<file path="src/design/tm_config.svh">
`ifndef TM_CONFIG_SVH
`define TM_CONFIG_SVH

`define TM_TAPE_AW     10
`define TM_STATE_W     8
`define TM_HALT_STATE  8'hFF

// Tape symbols
`define SYM_BLANK      2'b00
`define SYM_ZERO       2'b01
`define SYM_ONE        2'b10
`define SYM_HASH       2'b11

// PS/2 set 2 make codes
`define KEY_ZERO       8'h45
`define KEY_ONE        8'h16
`define KEY_TWO        8'h1E
`define KEY_THREE      8'h26
`define KEY_FOUR       8'h25
`define KEY_FIVE       8'h2E
`define KEY_SIX        8'h36
`define KEY_SEVEN      8'h3D
`define KEY_EIGHT      8'h3E
`define KEY_NINE       8'h46
`define KEY_A          8'h1C
`define KEY_B          8'h32
`define KEY_C          8'h21
`define KEY_D          8'h23
`define KEY_E          8'h24
`define KEY_F          8'h2B
`define KEY_SPACE      8'h29
`define KEY_ENTER      8'h5A
`define KEY_BACK       8'h66

`endif

</file>
<file path="src/design/tm_pkg.sv">
`include "tm_config.svh"

package tm_pkg;

	typedef logic [7:0] scan_code_t;
	typedef logic [1:0] sym_t;
	typedef logic [`TM_TAPE_AW-1:0] tape_addr_t;
	typedef logic [`TM_STATE_W-1:0] tm_state_t;

	// State in the upper bits, read symbol in the lower two
	typedef logic [`TM_STATE_W+1:0] rule_addr_t;

	typedef struct packed {
		sym_t      wr_sym;
		logic      dir;        // 0 left, 1 right
		tm_state_t next_state;
	} rule_t;

	typedef struct packed {
		logic       valid;
		logic       is_hex;
		logic [3:0] hex;
		logic       is_sym;
		sym_t       sym;
		logic       enter;
		logic       back;
	} key_event_t;

	typedef struct packed {
		logic wr;
		sym_t sym;
		logic move;
		logic dir;
	} tape_cmd_t;

	typedef enum logic [1:0] {
		MODE_MENU,
		MODE_TAPE,
		MODE_RULE,
		MODE_RUN
	} mode_t;

endpackage

</file>
<file path="src/design/key_console.sv">
`timescale 1ns/1ps
`include "tm_config.svh"

module key_console import tm_pkg::*; (
	input  logic       clk,
	input  logic       rst,
	input  logic       key_valid,
	input  scan_code_t key_code,
	input  logic       req_run,
	input  logic       req_menu,
	input  logic       exec_done,
	output mode_t      mode,
	output key_event_t rule_key,
	output key_event_t tape_key,
	output logic       run_start
);

	key_event_t ev;

	// One scan code can be both hex and symbol
	always_comb begin
		ev = '0;
		ev.valid = key_valid;
		ev.is_hex = 1'b1;
		case (key_code)
			`KEY_ZERO:  ev.hex = 4'h0;
			`KEY_ONE:   ev.hex = 4'h1;
			`KEY_TWO:   ev.hex = 4'h2;
			`KEY_THREE: ev.hex = 4'h3;
			`KEY_FOUR:  ev.hex = 4'h4;
			`KEY_FIVE:  ev.hex = 4'h5;
			`KEY_SIX:   ev.hex = 4'h6;
			`KEY_SEVEN: ev.hex = 4'h7;
			`KEY_EIGHT: ev.hex = 4'h8;
			`KEY_NINE:  ev.hex = 4'h9;
			`KEY_A:     ev.hex = 4'hA;
			`KEY_B:     ev.hex = 4'hB;
			`KEY_C:     ev.hex = 4'hC;
			`KEY_D:     ev.hex = 4'hD;
			`KEY_E:     ev.hex = 4'hE;
			`KEY_F:     ev.hex = 4'hF;
			default:    ev.is_hex = 1'b0;
		endcase
		ev.is_sym = 1'b1;
		case (key_code)
			`KEY_SPACE: ev.sym = `SYM_BLANK;
			`KEY_ZERO:  ev.sym = `SYM_ZERO;
			`KEY_ONE:   ev.sym = `SYM_ONE;
			`KEY_THREE: ev.sym = `SYM_HASH;   // Hash shares the "3" key
			default:    ev.is_sym = 1'b0;
		endcase
		ev.enter = (key_code == `KEY_ENTER);
		ev.back = (key_code == `KEY_BACK);
	end

	always_ff @(posedge clk or negedge rst) begin
		if (!rst) begin
			mode <= MODE_MENU;
			rule_key <= '0;
			tape_key <= '0;
			run_start <= 1'b0;
		end else begin
			rule_key <= '0;
			tape_key <= '0;
			run_start <= req_run;
			if (req_run) begin
				mode <= MODE_RUN;
			end else if (req_menu || exec_done) begin
				mode <= MODE_MENU;
			end else if (key_valid) begin
				// Routing uses the mode the key arrived in
				case (mode)
					MODE_MENU: begin
						if (ev.is_hex && ev.hex == 4'h0)
							mode <= MODE_TAPE;
						else if (ev.is_hex && ev.hex == 4'h1)
							mode <= MODE_RULE;
					end
					MODE_TAPE: begin
						if (ev.enter)
							mode <= MODE_RULE;
						else
							tape_key <= ev;
					end
					MODE_RULE: rule_key <= ev;
					default: ;   // Keys dropped while running
				endcase
			end
		end
	end

endmodule

</file>
<file path="config.mk">
export PLATFORM = sky130hd
export DESIGN_NAME = key_console
export DESIGN_NICKNAME = d
export VERILOG_FILES = /design/src/design/tm_pkg.sv /design/src/design/key_console.sv
export VERILOG_INCLUDE_DIRS = /design/src /design/src/design
export SDC_FILE = /design/constraint.sdc
export NUM_CORES = 1
export LEC_CHECK = 0
export ABC_AREA = 1
export BUFFER_PORTS_ARGS = -buffer_cell sky130_fd_sc_hd__buf_4
export CAP_MARGIN = 10
export CORE_MARGIN = 1.5
export CORE_UTILIZATION = 50
export DETAILED_ROUTE_END_ITERATION = 8
export GPL_TIMING_DRIVEN = 0
export PLACE_DENSITY = 0.86
export SETUP_SLACK_MARGIN = 0.3
export SYNTH_ARGS = -nofsm -noshare
export SYNTH_HDL_FRONTEND = slang
export SYNTH_SLANG_ARGS = --single-unit
</file>
<file path="constraint.sdc">
create_clock -name clk -period 1.4 [get_ports clk]
set_clock_uncertainty 0.2 [all_clocks]
set_input_delay 0.14 -clock clk [delete_from_list [all_inputs] [get_ports clk]]
set_output_delay 0.14 -clock clk [all_outputs]
set_load 0.05 [all_outputs]
</file>
# Yosys cells after proc, flatten, opt, wreduce, memory -nomap -nowiden
# Index checks and enable logic that the tools add are counted.
# totals
ff_bits	25
output_inout_bits	25
wordCells	70
# classes
eq_ne	24
muxes	20
n_reduce_logical	10
# op_table
op	n
$mux W11	9
$eq A8 B6 Y1 const B	12
$pmux W4 S15	1
$eq A8 B7 Y1 const B	4
$eq A8 B5 Y1 const B	3
$reduce_or A16 Y1	1
$mux W2	6
$pmux W2 S3	1
$ne A5 B5 Y1 const B	1
$eq A4 B1 Y1 const B	1
$logic_not A4 Y1	1
$ne A4 B4 Y1 const B	1
$pmux W2 S2	1
$reduce_and A4 Y1	1
$reduce_bool A4 Y1	1
$reduce_or A4 Y1	1
$reduce_bool A3 Y1	1
$eq A2 B1 Y1 const B	1
$eq A2 B2 Y1 const B	1
$logic_and A1 B1 Y1	2
$logic_not A2 Y1	1
$mux W1	2
$logic_or A1 B1 Y1	1

# Logic depth before layout (Yosys ltp)
# logic_depth
ltp_word	10
depth_mapped	10
ltp_nobuf	9

# Worst setup path after synthesis
# No wires, ideal clock.
# synth_timing
path_type	register to register
from	register mode[0]
to	register tape_key[5] in the netlist's numbering
setup_ns	0.079
arrival_time_ns	1.404
t_required_ns	1.121
slack_ns	-0.283
path_stages_with_launch	7
path_buffers	0
period_less_slack_ns	1.683
cell_sequence	dfrtp_1 -> inv_1 -> nor2_1 -> inv_1 -> nor2_2 -> nand3_2 -> a21oi_1
# synth_via
elab_chain_cells	5
# synth_rtl
element	line	rtl
from (decl)	key_console.sv:12	output mode_t mode,
from (signal assigned)	key_console.sv:58	mode <= MODE_MENU;
from (signal assigned)	key_console.sv:67	mode <= MODE_RUN;
from (signal assigned)	key_console.sv:69	mode <= MODE_MENU;
$eq A2 B1 Y1	key_console.sv:72	case (mode)
$mux W11	key_console.sv:72	
$mux W11	key_console.sv:70	end else if (key_valid) begin
$mux W11	key_console.sv:68	end else if (req_menu || exec_done) begin
$mux W11	key_console.sv:66	if (req_run) begin
to (signal assigned)	key_console.sv:83	tape_key <= ev;
to (decl)	key_console.sv:14	output key_event_t tape_key,
# No other way between the ends.
# A chain may end at the register's enable or synchronous reset.

# Worst setup path after layout
# layout_timing
from	register mode[1]
to	register tape_key[0] in the netlist's numbering
# Same word-level chain as after synthesis.

==> results.toml <==
[outcome]
status = "finished with violations"
violations = "hold timing, setup timing"

[timing]
setup_slack_ns = -0.0225
setup_viol = 4
timing.hold.ws_ns = -0.0382
layout_min_cycle_time_ns = 1.42
finalHoldViolCount = 10
maxSlewViolCount = 0
rsz0062_at_grt = "true"
fmax_mhz = 703
layout_worst_path_cycle_share = 1.02

[global_route]
track_usage = 0.225
grt_pass1_wl_mm = 4.80
grt.overflow.total = 0
grt_antenna_before_repair = 0
grt_max_degree = 25
grt_pass1_vias = 1119

[min_path]
min_path_type = "input pin to register"
min_delay_path_depth = 3
hold_end = "tape_key[10]"
min_from = "key_valid"

[flow_run]
max_cap_viol_count = 0

[power]
switching_share = 0.253
seqPwrFrac = 0.495
totalPowerFinal_uw = 1450
power_density_nw_per_um2 = 759
ir_drop_mv = 0.648
combinationalPowerShare = 0.164
p_clk_frac = 0.342
p_sw_uw = 366
leakagePower_uw = 0.000998
p_int_uw = 1080

[cts]
insertion_delay_ns = 0.31
clockBufferDepth = 2
cts_sinks = 24
cts_tree = "done"
ctsRootBufferMaster = "clkbuf_4"
cts_buffers = 3
clk_pin_slew_worst_paths_ns = 0.13
h-tree-depth = 1
cts-hold-fix-buffers = 3

[critical_path]
end_kind = "register"
max_stage_delay_ns = 0.47
critical_path_class = "register to register"
path_max_fanout = 5
crit_required_ns = 1.44
cp-start-kind = "register"
crit_slowest_cell = "dfrtp_2"
crit_top_cell = "nor2_4"
r2r_cells = 5
r2r_start = "mode[1]"
worstPathArrival_ns = 1.47
crit_chain = "nor2_4 > inv_2 > nor2_4 > nand3_2 > nor2_1"
r2r_slack_ns = -0.02
r2r-end = "tape_key[0]"

[cells_and_area]
final_net_count = 241
n_antenna_cell = 0
syn_to_final_growth_pct = 48.2
utilization = 0.776
mostFrequentLayoutCells = "nand2_1 (50), nor2_1 (34), buf_6 (26)"
layout-drive-gt1-share = 0.403
mostFrequentLayoutCell = "nand2_1"

[die]
die_w_um = 53.7
core_um2 = 2450
pin_count = 39
die_height_um = 53.7
initial_core_util = 0.523
dieArea_um2 = 2880
rows = 18

[logic_synthesis]
ys_warn_count = 0
syn_avg_cell_area_um2 = 7.26
synth_area_um2 = 1280
ys_types = 22
ys_ff_latch = 24
ys_seq_area_frac = 0.467
synth_cells = 177
synth_nets = 191

[placement]
dpl.hpwl_mm = 2.01
gp_congestion = 0.903
io_buffers = 37

[drt]
drtAntennaViolNets = 0
routed_via_density = 4.90
postRouteWirelength_mm = 3.11
drc_errors = 0
first_pass_iters = 4
wl_per_cell_um = 12.1
via_count = 1254
drtIter0Drc = 35
cell type report:
cell class	instances	area [um^2]
buffer	3	30.0
clock buffer	3	22.5
clock inverter	1	30.0
fill	167	551
inverter	21	81.3
multi-input combinational	130	672
sequential	24	603
tap	30	37.5
timing repair buffer	44	428
worst max-delay path: cells and delay by family (launching register included):
family                 cells  cell delay, ns
flip-flops                 1            0.47
AND/OR/NAND/NOR            4            0.62
buffers and inverters      1            0.05
cells by family (layout without fill, tap and decap cells):
family / after synthesis / after routing / synth area share
other cells: 1 / 1 / 0.00292
compound gates: 13 / 13 / 0.0623
flops: 24 / 24 / 0.467
buf+inv: 24 / 72 / 0.0798
simple gates: 115 / 116 / 0.388
through the flow:
stage	cells	setup TNS, ns	setup slack (ns)	instance area [um^2]	hold slack [ns]
global route	256	-0.696	-0.0920	1900	-0.0214
detailed placement	244	-0.362	-0.0640	1620	-0.154
floorplan	177	-0.324	-0.0540	1300	-0.356
global placement	244	-0.0955	-0.0285	1620	-0.159
finish	256	-0.0293	-0.0225	1900	-0.0382
CTS	254	0	0.0434	1860	-0.0399
worst max path at each step:
stage / startpoint / endpoint / slack (ns)
after floorplan: mode[0] / tape_key[5] / -0.05
after global placement: mode[1] / tape_key[8] / -0.03
after detailed placement: mode[1] / tape_key[8] / -0.06
after CTS: mode[1] / tape_key[9] / 0.04
after global routing: mode[0] / tape_key[2] / -0.09
final: mode[1] / tape_key[0] / -0.02
cell usage after synthesis:
| cell type | count | area share |
|---|---|---|
| a211oi_2 | 1 | 0.0097 |
| a21oi_1 | 10 | 0.039 |
| a31oi_2 | 1 | 0.0097 |
| and3_1 | 1 | 0.0049 |
| buf_2 | 1 | 0.0039 |
| buf_4 | 1 | 0.0058 |
| buf_6 | 1 | 0.0088 |
| conb_1 | 1 | 0.0029 |
| dfrtp_1 | 24 | 0.47 |
| inv_1 | 19 | 0.056 |
| inv_2 | 2 | 0.0058 |
| nand2_1 | 50 | 0.15 |
| nand2_2 | 7 | 0.034 |
| nand2_4 | 1 | 0.0088 |
| nand3_1 | 5 | 0.019 |
| nand3_2 | 1 | 0.0078 |
| nand4_1 | 1 | 0.0049 |
| nor2_1 | 41 | 0.12 |
| nor2_2 | 6 | 0.029 |
| nor2_4 | 1 | 0.0088 |
| nor3_1 | 1 | 0.0039 |
| o21ai_0 | 1 | 0.0039 |
state kept, by name, indices dropped and copies added (netlist names):
name       cells
run_start      1
mode           2
rule_key      11
tape_key      10
power groups by stage:
stage	logic, uW	clock network, uW	registers (uW)
2_1_floorplan	89.5	0	753
3_3_place_gp	194	0	724
3_5_place_dp	197	0	725
4_1_cts	223	483	713
5_1_grt	258	521	716
6_report	237	494	715
metal layers:
metal | vias to the layer above | track usage | share of wire
met2 | 52 | 0.376 | 0.51
met4 | 0 | 0.0684 | 0.012
li1 | 634 | - | -
met3 | 4 | 0.0167 | 0.051
met1 | 564 | 0.310 | 0.43
met5 | - | 0 | 0
what timing repair did:
item	CTS	global route
endpoints found under the hold margin	37	10
buffers inserted	1	2
setup endpoints to repair	47	47
gates resized for setup	37	9
pin swaps	3	2
cloned	2	0
No activity file was read; power rests on OpenSTA's default activity.
