<file path="src/design/tm_config.svh">
`ifndef TM_CONFIG_SVH
`define TM_CONFIG_SVH

`define TM_TAPE_AW     10
`define TM_STATE_W     8
`define TM_HALT_STATE  8'hFF

// Tape symbols
`define SYM_BLANK      2'b00
`define SYM_ZERO       2'b01
`define SYM_ONE        2'b10
`define SYM_HASH       2'b11

// PS/2 set 2 make codes
`define KEY_ZERO       8'h45
`define KEY_ONE        8'h16
`define KEY_TWO        8'h1E
`define KEY_THREE      8'h26
`define KEY_FOUR       8'h25
`define KEY_FIVE       8'h2E
`define KEY_SIX        8'h36
`define KEY_SEVEN      8'h3D
`define KEY_EIGHT      8'h3E
`define KEY_NINE       8'h46
`define KEY_A          8'h1C
`define KEY_B          8'h32
`define KEY_C          8'h21
`define KEY_D          8'h23
`define KEY_E          8'h24
`define KEY_F          8'h2B
`define KEY_SPACE      8'h29
`define KEY_ENTER      8'h5A
`define KEY_BACK       8'h66

`endif

</file>
<file path="src/design/tm_pkg.sv">
`include "tm_config.svh"

package tm_pkg;

	typedef logic [7:0] scan_code_t;
	typedef logic [1:0] sym_t;
	typedef logic [`TM_TAPE_AW-1:0] tape_addr_t;
	typedef logic [`TM_STATE_W-1:0] tm_state_t;

	// State in the upper bits, read symbol in the lower two
	typedef logic [`TM_STATE_W+1:0] rule_addr_t;

	typedef struct packed {
		sym_t      wr_sym;
		logic      dir;        // 0 left, 1 right
		tm_state_t next_state;
	} rule_t;

	typedef struct packed {
		logic       valid;
		logic       is_hex;
		logic [3:0] hex;
		logic       is_sym;
		sym_t       sym;
		logic       enter;
		logic       back;
	} key_event_t;

	typedef struct packed {
		logic wr;
		sym_t sym;
		logic move;
		logic dir;
	} tape_cmd_t;

	typedef enum logic [1:0] {
		MODE_MENU,
		MODE_TAPE,
		MODE_RULE,
		MODE_RUN
	} mode_t;

endpackage

</file>
<file path="src/design/tm_executor.sv">
`timescale 1ns/1ps
`include "tm_config.svh"

module tm_executor import tm_pkg::*; (
	input  logic       clk,
	input  logic       rst,
	input  logic       run_start,
	input  sym_t       head_sym,
	input  rule_t      rule,
	input  logic       rule_valid,
	output rule_addr_t rule_addr,
	output tape_cmd_t  exec_cmd,
	output tm_state_t  tm_state,
	output logic       done
);

	typedef enum logic [1:0] {
		EX_IDLE,
		EX_READ,
		EX_LOOKUP,
		EX_APPLY
	} ex_state_t;

	ex_state_t ex;

	assign rule_addr = {tm_state, head_sym};

	always_comb begin
		exec_cmd = '0;
		if (ex == EX_APPLY && rule_valid) begin
			exec_cmd.wr = 1'b1;
			exec_cmd.sym = rule.wr_sym;
			exec_cmd.move = 1'b1;
			exec_cmd.dir = rule.dir;
		end
	end

	always_ff @(posedge clk or negedge rst) begin
		if (!rst) begin
			ex <= EX_IDLE;
			tm_state <= '0;
			done <= 1'b0;
		end else begin
			done <= 1'b0;
			case (ex)
				EX_IDLE: begin
					if (run_start) begin
						tm_state <= '0;
						ex <= EX_READ;
					end
				end
				EX_READ:   ex <= EX_LOOKUP;   // head_sym settles after the last move
				EX_LOOKUP: ex <= EX_APPLY;
				default: begin
					if (!rule_valid) begin
						// No rule for this state and symbol
						done <= 1'b1;
						ex <= EX_IDLE;
					end else begin
						tm_state <= rule.next_state;
						if (rule.next_state == `TM_HALT_STATE) begin
							done <= 1'b1;
							ex <= EX_IDLE;
						end else begin
							ex <= EX_READ;
						end
					end
				end
			endcase
		end
	end

endmodule

</file>
<file path="config.mk">
export PLATFORM = sky130hd
export DESIGN_NAME = tm_executor
export DESIGN_NICKNAME = d
export VERILOG_FILES = /design/src/design/tm_pkg.sv /design/src/design/tm_executor.sv
export VERILOG_INCLUDE_DIRS = /design/src /design/src/design
export SDC_FILE = /design/constraint.sdc
export NUM_CORES = 1
export LEC_CHECK = 0
export ABC_AREA = 0
export BUFFER_PORTS_ARGS = -buffer_cell sky130_fd_sc_hd__buf_4
export CORE_MARGIN = 2
export CORE_UTILIZATION = 25
export DETAILED_ROUTE_END_ITERATION = 12
export PLACE_DENSITY = 0.57
export SLEW_MARGIN = 5
export SYNTH_ARGS = -nofsm -noshare
export SYNTH_HDL_FRONTEND = slang
export SYNTH_SLANG_ARGS = --single-unit
</file>
<file path="constraint.sdc">
create_clock -name clk -period 1.4 [get_ports clk]
set_input_delay 0.21 -clock clk [delete_from_list [all_inputs] [get_ports clk]]
set_output_delay 0.21 -clock clk [all_outputs]
set_load 0.01 [all_outputs]
</file>
After elaboration in Yosys (flattened, before gate mapping)

Index checks and enable logic that the tools add are counted.

$lt $le $gt $ge: 0
Divide/modulo/power cells: 0
Reduce and logical (&&, ||, !) cells: 6
Eq/ne operators: 5
Multiplexer cells: 11
Bitwise gates (word level): 1
$add $sub $neg: 0
Multiply operators: 0
Shift-type cells: 0

Operators with widths:

| kind                                                 | count |
|---|---|
| two-way mux 8 bit                                    | 2 |
| case mux 8 bit (2 select lines)                      | 1 |
| equality test 8 bit (second input constant)          | 1 |
| case mux 2 bit (3 select lines)                      | 1 |
| two-way mux 1 bit                                    | 5 |
| two-way mux 5 bit                                    | 1 |
| equality test 2 bit (second input constant)          | 2 |
| AND reduction 3 bit                                  | 1 |
| OR reduction 3 bit                                   | 1 |
| equality test 2 x 1 -> 1 bit (second input constant) | 1 |
| logical NOT 2 bit                                    | 1 |
| two-way mux 2 bit                                    | 1 |
| inequality test 2 bit (second input constant)        | 1 |
| nonzero test 2 bit                                   | 1 |
| OR reduction 2 bit                                   | 1 |
| logical AND 1 bit                                    | 1 |
| NOT 1 bit                                            | 1 |

Latch bits: 0
Bits in registers: 11
Memories: 0
Memory bits (writable): 0
Output and inout port bits: 24
Bits of input ports: 17
Bits in read-only memories: 0
Logic and storage cells: 26

Logic depth before layout (Yosys ltp)

Gate-level depths: netlist of run 1.

Depth after elaboration: 4
Gate-level depth with buffers: 7
Depth with buffers taken out: 5

Worst setup path before layout of run 1

OpenSTA, ideal clock, no wires.

Path type: reg-to-reg
From: register ex[0]
To: register ex[0]
Library setup time: 0.133 ns
Period minus slack after synthesis: 1.416 ns
Data required time: 1.267 ns
Cell stages (with the launch flop): 7
Path buffers: 1
Setup slack: -0.016 ns
Arrival: 1.283 ns
Path through: dfrtp_1 inv_1 ha_1 buf_6 or3_4 o2111ai_2 o211ai_1

Longest elaborated chain between the ends: 2
Elaborated cells on any way between the ends: 5
Those cells by class: eq/ne: 3; mux: 1; reduce/logical: 1

Ends and longest elaborated chain:

| item                                                                     | line              | text |
|---|---|---|
| start, declared                                                          | tm_executor.sv:24 | `ex_state_t ex;` |
| start signal, assigned                                                   | tm_executor.sv:40 | `ex <= EX_IDLE;` |
| start signal, assigned                                                   | tm_executor.sv:49 | `ex <= EX_READ;` |
| start signal, assigned                                                   | tm_executor.sv:52 | `EX_READ: ex <= EX_LOOKUP;` |
| equality test 2 bit, or another cell as far along                        | tm_executor.sv:45 | `case (ex)` |
| case mux 2 bit (3 select lines) or inequality test 2 bit (tied branches) | n/a               |  |

Several ways; a longest one is shown, not always the timed one.
A chain may end at the register's enable or synchronous reset.

==> flow_metrics.env, run 1 <==
export IMPL_rrSetupSlack_ns=0.02
export IMPL_setup_ws_ns=0.01402
export IMPL_syn2layout_area_growth_pct=48.01
export IMPL_firstDrtPassIters=4
export IMPL_fin_area_mm2=0.001069
export IMPL_relSlewSlack_pct=88.54
export IMPL_drcViolationCount=0
export IMPL_netlist_area_leader_share_pct=38.13
export IMPL_die_h_um=57.74
export IMPL_coreArea_mm2=0.002758
export IMPL_start_util_pct=26.18
export IMPL_clkLatencyLatePin_ns=0.27
export IMPL_portBuffers=36
export IMPL_place_ws_ns=0.02776
export IMPL_antenna_found_initial=0
export IMPL_maxCapViolCount=0
export IMPL_wire_per_inst_um=13.93
export IMPL_yosysUniqueCellTypes=21
export IMPL_yosysSeqAreaShare_pct=38.13
export IMPL_peakVddDrop_mv=1.050
export IMPL_fmax_mhz=721.5
export IMPL_clk_pin_slew_worst_paths_ns=0.07
export IMPL_overflow=0
export IMPL_slowest_stage="dfrtp_2"
export IMPL_vias_per_cell=4.933
export IMPL_final_antenna_net_count=0
export IMPL_nNetsFinal=125
export IMPL_power_density_mw_per_mm2=2278
export IMPL_place_hpwl_um=1420
export IMPL_diodes=0
export IMPL_rr_worst_depth=5
export IMPL_p_leak_nw=0.4825
export IMPL_cts_buffers=3
export IMPL_cp_buffers_inverters=1
export IMPL_finalWeightedCongestion=0.6811
export IMPL_syn_num_nets=94
export IMPL_postSynthRegisterBits=11
export IMPL_crit_chain="ha_4, and3_4, buf_6"
export IMPL_setup_viol=0
export IMPL_cts_sinks=11
export IMPL_cp_depth=3
export IMPL_hold_viol=0
export IMPL_syn_area_per_cell_um2=9.890
export IMPL_root_buffer="clkbuf_4"
export IMPL_post_route_period_util_pct=99.00
export IMPL_critical_path_arrival_ns=1.18
export IMPL_vias=661
export IMPL_grt_max_degree=16
export IMPL_fillCellCount=282
export IMPL_synthCells=73
export IMPL_place_area_um2=947.2
export IMPL_die_w_um=57.74
export IMPL_grt_usage_pct=11.86
export IMPL_crit_path_end_kind="output pin"
export IMPL_io_pins=41
export IMPL_clk_path_buf_depth=2
export IMPL_grt_pass1_vias=628
export IMPL_synth_area_leader_cell="dfrtp_1"
export IMPL_syn_area_um2=721.9
export IMPL_grt_pass1_wl_um=2835
export IMPL_ys_top_cells_by_area="dfrtp_1, buf_4, o2bb2ai_1, nor2b_1, ha_1"
export IMPL_path_max_fanout=4
export IMPL_die_area_mm2=0.003333
export IMPL_cts_tree="built"
export IMPL_skew_ns=0.004453
export IMPL_min_path_type="primary input to flop"
export IMPL_yosysWarnings=0
export IMPL_wirelength_um=1867
export IMPL_htreeDepth=1
export IMPL_finalCriticalPeriod_ns=1.386
export IMPL_cpPeakStageDelay_ns=0.45
export IMPL_drive_above_1_share_pct=58.25
export IMPL_startpoint_type="flop"
export IMPL_rsz0062_at_grt="yes"
export IMPL_tightest_slew_ns=0.1701
export IMPL_outcome="completed"
export IMPL_holdPathStages=3
export IMPL_path_class="flop to output pin"
export IMPL_critPathTopFamily="flip-flops"
export IMPL_drt_iter0_markers=15
export IMPL_finalMaxSlewViolations=0
export IMPL_worstPathRequired_ns=1.19
export IMPL_num_rows=19
[worst register-to-register path, delay by kind of cell (launching register included)]
kind                       cells  cell delay [ns]
DFF                            1             0.42
and+or+nand+nor                1             0.39
AOI/OAI and AO/OA              2             0.20
adders and majority gates      1             0.17
buffers and inverters          1             0.07
[report_power, final]
| group | internal (W) | switching (W) | total (W) |
|---|---|---|---|
| Combinational | 0.000859 | 0.000700 | 0.00156 |
| Sequential | 0.000489 | 0.000175 | 0.000663 |
| Clock | 0.000110 | 0.000101 | 0.000211 |
| Total | 0.00146 | 0.000976 | 0.00243 |
[kinds of logic (layout without fill, tap and decap cells)]
group	Yosys count	after routing	share of synthesized area (%)
simple gates	21	21	19.06
flops	11	11	38.13
fa+ha+maj	4	4	6.933
compound gates	20	20	19.76
buf+inv	17	47	16.12
[worst paths after layout]
kind / start / end
hold / removal: rule[2] / tm_state[2]$_DFFE_PN0P_
min in group asynchronous: rst / tm_state[3]$_DFFE_PN0P_
hold reg to reg: tm_state[7]$_DFFE_PN0P_ / tm_state[7]$_DFFE_PN0P_
setup / recovery: ex[0]$_DFFE_PN0P_ / exec_cmd[2]
max in group asynchronous: rst / ex[0]$_DFFE_PN0P_
setup reg to reg: ex[1]$_DFFE_PN0P_ / ex[0]$_DFFE_PN0P_
[synth_stat cells]
| library cell | instances |
|---|---|
| a21oi_1 | 8 |
| and2_1 | 2 |
| and3_1 | 3 |
| buf_2 | 3 |
| buf_4 | 11 |
| buf_6 | 1 |
| dfrtp_1 | 11 |
| ha_1 | 4 |
| inv_1 | 2 |
| nand2_1 | 1 |
| nand2b_1 | 1 |
| nand2b_2 | 1 |
| nand3b_1 | 1 |
| nand4_1 | 2 |
| nor2b_1 | 9 |
| o2111ai_2 | 1 |
| o211ai_1 | 1 |
| o21ai_0 | 1 |
| o21ai_1 | 1 |
| o2bb2ai_1 | 8 |
| or3_4 | 1 |
[sequential cells by signal (all words and copies together), names as in the netlist]
name and flops:
done 1, ex 2, tm_state 8
[cell usage in the layout (no fill, tap or decap), types with 2 or more instances in the layout]
cell type and instances:
a21oi_1 5, buf_6 5, and3_4 3, dfrtp_1 9
clkbuf_4 3, ha_4 2, a21oi_2 3, o2bb2ai_1 8
dfrtp_2 2, nand2b_2 2, ha_1 2, nand4_1 2
buf_4 35, nor2b_1 9
[layer usage]
metal  vias up  wire length [um]  track usage [%]
met5         -                 0                0
met4         0                27            5.980
met3         2               142            4.688
met2        29               971            20.45
met1       325               725            12.47
li1        305                 -                -
[area by class of cell]
class | instances | area [um2] | share of cell area (%)
multi-input cells | 45 | 386.6 | 36.18
repair buffers | 41 | 329.1 | 30.80
flip-flops and latches | 11 | 277.8 | 26.00
well taps | 31 | 38.79 | 3.630
clock buffers | 4 | 26.28 | 2.459
inverters | 2 | 10.01 | 0.9368
[timing repair]
item                                    4_1_cts  5_1_grt
hold buffers                                  1        0
endpoints found under the hold margin        11        0
gates resized for setup                       8       12
endpoints found under the setup margin        5       14
setup buffers                                 0        1
pin swaps                                     2        5
gates cloned                                  0        0
[stage by stage]
| stage | hold slack (ns) | setup TNS, ns | std cells | utilization [%] | total power (W) |
|---|---|---|---|---|---|
| finish | 0.2461 | 0 | 134 | 38.75 | 0.002434 |
| global route | 0.2317 | -0.2773 | 134 | 38.75 | 0.002632 |
| CTS | 0.2404 | -0.05800 | 133 | 36.80 | 0.002298 |
| detailed placement | 0.05197 | 0 | 128 | 34.35 | 0.002040 |
| global placement | 0.05480 | 0 | 128 | 34.35 | 0.001993 |
| floorplan | -0.08559 | 0 | 73 | - | 0.001592 |
Note: power is estimated with default switching activity, not from simulation.
==> run 2, diff against run 1 <==
--- a/config.mk
+++ b/config.mk
@@ -9,9 +9,9 @@
 export ABC_AREA = 0
 export BUFFER_PORTS_ARGS = -buffer_cell sky130_fd_sc_hd__buf_4
 export CORE_MARGIN = 2
-export CORE_UTILIZATION = 25
+export CORE_UTILIZATION = 38
 export DETAILED_ROUTE_END_ITERATION = 12
-export PLACE_DENSITY = 0.57
+export PLACE_DENSITY = 0.78
 export SLEW_MARGIN = 5
 export SYNTH_ARGS = -nofsm -noshare
 export SYNTH_HDL_FRONTEND = slang
==> run 2 against run 1 <==
Compared with the run above: the run now ends with negative setup slack left; sequential share of layout area up 0.35 points; non-clock buffer count unchanged; core utilization up 20 points; combinational power about the same; clock-buffer cell count unchanged; worst setup slack worse by 0.054 ns; sequential cell count unchanged.
==> flow_metrics.env, run 2 (same netlist as run 1, synthesis figures left out) <==
export IMPL_outcome="complete, but fails checks"
export IMPL_violations="negative setup slack"
export IMPL_layout_commonest_cell="buf_4"
export IMPL_power_density_mw_per_mm2=2302
export IMPL_wirelength_um=1807
export IMPL_nNetsFinal=125
export IMPL_finalMaxSlewViolations=0
export IMPL_final_cell_mix="buf_4, dfrtp_1, nor2b_1, o2bb2ai_1, a21oi_1"
export IMPL_antenna_found_initial=0
export IMPL_cts_sinks=11
export IMPL_fillCellCount=168
export IMPL_diodes=0
export IMPL_syn2layout_area_growth_pct=44.71
export IMPL_drt_iter0_markers=1
export IMPL_num_rows=15
export IMPL_start_util_pct=40.92
export IMPL_clk_pin_slew_worst_paths_ns=0.07
export IMPL_wire_per_inst_um=14.12
export IMPL_hold_viol=0
export IMPL_final_antenna_net_count=0
export IMPL_worstPathRequired_ns=1.19
export IMPL_fmax_mhz=694.6
export IMPL_htreeDepth=1
export IMPL_rsz0062_at_grt="yes"
export IMPL_place_hpwl_um=1284
export IMPL_cts_tree="built"
export IMPL_overflow=0
export IMPL_finalCriticalPeriod_ns=1.440
export IMPL_clk_path_buf_depth=2
export IMPL_cp_startpoint="ex[1]$_DFFE_PN0P_"
export IMPL_critical_path_arrival_ns=1.23
export IMPL_grt_pass1_vias=665
export IMPL_setup_ws_ns=-0.03958
export IMPL_p_leak_nw=0.4824
export IMPL_vias=650
export IMPL_clkLatencyLatePin_ns=0.27
export IMPL_die_h_um=47.59
export IMPL_drive_above_1_share_pct=55.34
export IMPL_grt_usage_pct=19.16
export IMPL_crit_path_end_kind="output pin"
export IMPL_top_regs="tm_state x8, ex x2, done x1"
export IMPL_firstDrtPassIters=4
export IMPL_rrSetupSlack_ns=0.01
export IMPL_post_route_period_util_pct=102.8
export IMPL_die_w_um=47.59
export IMPL_rr_worst_depth=5
export IMPL_path_class="flop to output pin"
export IMPL_maxCapViolCount=0
export IMPL_grt_max_degree=16
export IMPL_grt_pass1_wl_um=2987
export IMPL_place_area_um2=947.2
export IMPL_vias_per_cell=5.078
export IMPL_reg2reg_to="ex[0]$_DFFE_PN0P_"
export IMPL_cts_buffers=3
export IMPL_io_pins=41
export IMPL_portBuffers=36
export IMPL_hold_end="tm_state[1]$_DFFE_PN0P_"
export IMPL_largest_register_ffs=8
export IMPL_drcViolationCount=0
export IMPL_peakVddDrop_mv=1.321
export IMPL_die_area_mm2=0.002264
export IMPL_min_delay_start="rule[1]"
export IMPL_postCtsSetupRepairBufs=0
export IMPL_r2r_start="ex[1]$_DFFE_PN0P_"
export IMPL_fin_area_mm2=0.001045
export IMPL_path_max_fanout=4
export IMPL_holdPathStages=3
export IMPL_coreArea_mm2=0.001764
export IMPL_finalWeightedCongestion=0.7071
export IMPL_relSlewSlack_pct=87.81
export IMPL_min_path_type="primary input to flop"
export IMPL_skew_ns=0.001587
export IMPL_power_total_w=0.002405
export IMPL_top_register="tm_state"
export IMPL_tightest_slew_ns=0.1829
export IMPL_root_buffer="clkbuf_4"
export IMPL_startpoint_type="flop"
export IMPL_setup_viol=5
-- run 2: timing repair --
item / in CTS / in global routing
endpoints found under the setup margin: 7 / 11
hold buffers: 1 / 0
endpoints found under the hold margin: 11 / 0
gates resized for setup: 5 / 11
pin swaps: 0 / 4
-- run 2: metal layers --
| metal | up-vias | part of all wire [%] | track usage, % |
|---|---|---|---|
| met5 | - | 0 | 0 |
| met4 | 0 | 1.3 | 7.027 |
| met3 | 4 | 7.7 | 4.528 |
| met2 | 35 | 49 | 33.24 |
| met1 | 303 | 42 | 23.08 |
| li1 | 308 | - | - |
-- run 2: worst max path at each step --
| stage | to | slack [ns] | cells after the start |
|---|---|---|---|
| 2_1_floorplan | ex[0]$_DFFE_PN0P_ | 0.02 | 6 |
| 3_3_place_gp | tm_state[5]$_DFFE_PN0P_ | 0.04 | 6 |
| 3_5_place_dp | ex[0]$_DFFE_PN0P_ | 0.008 | 5 |
| 4_1_cts | exec_cmd[4] | -0.01 | 3 |
| 5_1_grt | exec_cmd[2] | -0.07 | 3 |
| 6_report | exec_cmd[0] | -0.04 | 3 |
-- run 2: stage by stage --
step	hold WS (ns)	cells	TNS, ns	util (%)	setup slack, ns
floorplan	-0.08559	73	0	-	0.02080
global placement	0.05119	123	0	53.69	0.03849
detailed placement	0.05889	123	0	53.69	0.007628
CTS	0.2332	128	-0.04286	56.95	-0.01293
global route	0.2461	128	-0.3917	59.22	-0.07377
finish	0.2421	128	-0.1457	59.22	-0.03958
-- run 2: layout make-up --
class / count / area, um2 / share of cell area (%)
well taps: 25 / 31.28 / 2.994
repair buffers: 41 / 332.8 / 31.86
clock buffers: 4 / 26.28 / 2.515
inverters: 2 / 7.507 / 0.7186
multi-input cells: 45 / 371.6 / 35.57
flip-flops and latches: 11 / 275.3 / 26.35
-- run 2: report_power, final --
part           switching (W)  internal [W]  total [W]
clock               0.000110      0.000110   0.000220
combinational       0.000698      0.000852    0.00155
sequential          0.000153      0.000482   0.000635
total               0.000961       0.00144    0.00241
-- run 2: worst max-delay path, stage by stage (launching register included) --
cell     delay (ns)
dfrtp_1        0.44
ha_2           0.23
and3_4         0.18
buf_6          0.11
==> run 3, diff against run 2 <==
--- a/config.mk
+++ b/config.mk
@@ -9,9 +9,10 @@
 export ABC_AREA = 0
 export BUFFER_PORTS_ARGS = -buffer_cell sky130_fd_sc_hd__buf_4
 export CORE_MARGIN = 2
-export CORE_UTILIZATION = 38
+export CORE_UTILIZATION = 40
+export CTS_BUF_LIST = sky130_fd_sc_hd__clkbuf_4
 export DETAILED_ROUTE_END_ITERATION = 12
-export PLACE_DENSITY = 0.78
+export PLACE_DENSITY = 0.82
 export SLEW_MARGIN = 5
 export SYNTH_ARGS = -nofsm -noshare
 export SYNTH_HDL_FRONTEND = slang
==> run 3 against run 2 <==
Compared with the run above: the run still ends with negative setup slack left; global-route usage down 0.080 points; die area shrank 4.6%; clock power about the same; combinational power is 3% higher; sequential power increased by 2%; clock skew is 0.0074 ns higher; core utilization grew 3.1 points; worst setup slack better by 0.0030 ns; routed wire length decreased by 0.83%; via count shrank 0.46%.
==> flow_metrics.env, run 3 (same netlist as run 1, synthesis figures left out) <==
export IMPL_outcome="complete, but fails checks"
export IMPL_violations="negative setup slack"
export IMPL_top_regs="tm_state x8, ex x2, done x1"
export IMPL_htreeDepth=1
export IMPL_slowest_stage="dfrtp_2"
export IMPL_cts_tree="built"
export IMPL_critPathTopFamily="flip-flops"
export IMPL_place_area_um2=939.7
export IMPL_rsz0062_at_grt="yes"
export IMPL_relSlewSlack_pct=88.14
export IMPL_fin_area_mm2=0.001064
export IMPL_die_area_mm2=0.002161
export IMPL_post_route_util_pct=62.27
export IMPL_instances_no_fill=129
export IMPL_setup_ws_ns=-0.03654
export IMPL_layout_commonest_cell="buf_4"
export IMPL_clk_path_buf_depth=2
export IMPL_start_util_pct=42.27
export IMPL_die_w_um=46.49
export IMPL_grt_use_met3_pct=3.922
export IMPL_cp_startpoint="ex[1]$_DFFE_PN0P_"
export IMPL_cp_buffers_inverters=1
export IMPL_grt_pass1_vias=610
export IMPL_cts_sinks=11
export IMPL_top_usage_layer="met2"
export IMPL_coreArea_mm2=0.001708
export IMPL_finalCriticalPeriod_ns=1.437
export IMPL_crit_chain="ha_2, and3_4, buf_6"
export IMPL_clk_pin_slew_worst_paths_ns=0.08
export IMPL_grt_usage_pct=19.08
export IMPL_post_route_period_util_pct=102.6
export IMPL_multi_input_area_um2=380.4
export IMPL_crit_path_end_kind="output pin"
export IMPL_overflow=0
export IMPL_hold_viol=0
export IMPL_peakVddDrop_mv=1.257
export IMPL_top_register="tm_state"
export IMPL_syn2layout_area_growth_pct=47.31
export IMPL_r2r_start="ex[0]$_DFFE_PN0P_"
export IMPL_grt_util_met2_pct=30.83
export IMPL_use_met1_pct=25.66
export IMPL_power_total_w=0.002463
export IMPL_path_max_fanout=4
export IMPL_skew_ns=0.009011
export IMPL_vias_per_cell=5.016
export IMPL_grt_pass1_wl_um=2849
export IMPL_rrSetupSlack_ns=0.02
export IMPL_worstPathRequired_ns=1.19
export IMPL_root_buffer="clkbuf_4"
export IMPL_place_hpwl_um=1364
export IMPL_num_rows=15
export IMPL_reg2reg_to="ex[0]$_DFFE_PN0P_"
export IMPL_startpoint_type="flop"
export IMPL_final_cell_mix="buf_4, dfrtp_1, nor2b_1, a21oi_1, o2bb2ai_1"
export IMPL_firstDrtPassIters=4
export IMPL_cp_depth=3
export IMPL_setup_viol=5
export IMPL_grt_max_degree=16
export IMPL_die_h_um=46.49
export IMPL_nNetsFinal=126
export IMPL_cpPeakStageDelay_ns=0.44
export IMPL_diodes=0
export IMPL_seq_area_um2=276.5
export IMPL_io_pins=41
export IMPL_tightest_slew_ns=0.1779
export IMPL_power_density_mw_per_mm2=2316
export IMPL_clkLatencyLatePin_ns=0.27
export IMPL_final_antenna_net_count=0
export IMPL_wirelength_um=1792
export IMPL_finalWeightedCongestion=0.7474
export IMPL_critical_path_arrival_ns=1.23
export IMPL_dp_cells=122
export IMPL_portBuffers=36
export IMPL_finalMaxSlewViolations=0
export IMPL_drt_iter0_markers=4
export IMPL_largest_register_ffs=8
export IMPL_cts_buffers=3
export IMPL_setup_tns_final_ns=-0.1321
export IMPL_fmax_mhz=696.1
export IMPL_fillCellCount=158
export IMPL_maxCapViolCount=0
export IMPL_endpoint="exec_cmd[0]"
export IMPL_p_leak_nw=0.4896
export IMPL_rr_worst_depth=5
export IMPL_drive_above_1_share_pct=57.69
export IMPL_wire_per_inst_um=13.89
export IMPL_path_class="flop to output pin"
export IMPL_min_path_type="primary input to flop"
export IMPL_drcViolationCount=0
export IMPL_antenna_found_initial=0
export IMPL_vias=647
[run 3: layer usage]
metal  routed length, um  vias up
li1                    -      308
met1                 753      301
met2                 884       36
met3                 147        2
met4                   6        0
met5                   0        -
[run 3: worst min-delay path by stage]
| stage | start | endpoint | cells past startpoint |
|---|---|---|---|
| 5_1_grt | rule[7] | tm_state[7]$_DFFE_PN0P_ | 3 |
| 2_1_floorplan | rst | done$_DFF_PN0_ | 0 |
| 4_1_cts | rule[0] | tm_state[0]$_DFFE_PN0P_ | 3 |
| 6_report | rule[7] | tm_state[7]$_DFFE_PN0P_ | 3 |
| 3_5_place_dp | rst | done$_DFF_PN0_ | 1 |
| 3_3_place_gp | rst | done$_DFF_PN0_ | 1 |
[run 3: power breakdown]
group,internal (W),total (W),switching (W)
Sequential,0.000485,0.000650,0.000166
Clock,0.000106,0.000218,0.000113
Combinational,0.000878,0.00159,0.000716
[run 3: timing repair]
item / in CTS / in global routing
hold buffers: 1 / 0
setup endpoints to repair: 8 / 10
buffers inserted: 2 / 0
endpoints found under the hold margin: 11 / 0
pin swaps: 4 / 1
gates resized for setup: 14 / 4
cloned: 0 / 0
[run 3: cell type report]
class / instances / area share, %
tap: 25 / 2.941
clock inverter: 1 / 0.4706
inverter: 2 / 0.7059
multi-input combinational: 45 / 35.76
clock buffer: 3 / 2.118
sequential: 11 / 26.00
timing repair buffer: 42 / 32.00
[run 3: tightest hold or removal path, cell delays in order]
cell and delay, ns:
buf_4 0.08, a21oi_1 0.05, o2bb2ai_1 0.13
[run 3: per-stage QoR]
stage                     setup slack [ns]  hold WS [ns]
final                             -0.03654        0.2408
after global routing              -0.07714        0.2490
after CTS                         -0.01752        0.2309
after detailed placement          0.003246       0.05369
after global placement             0.06656       0.05032
after floorplan                    0.02080      -0.08559
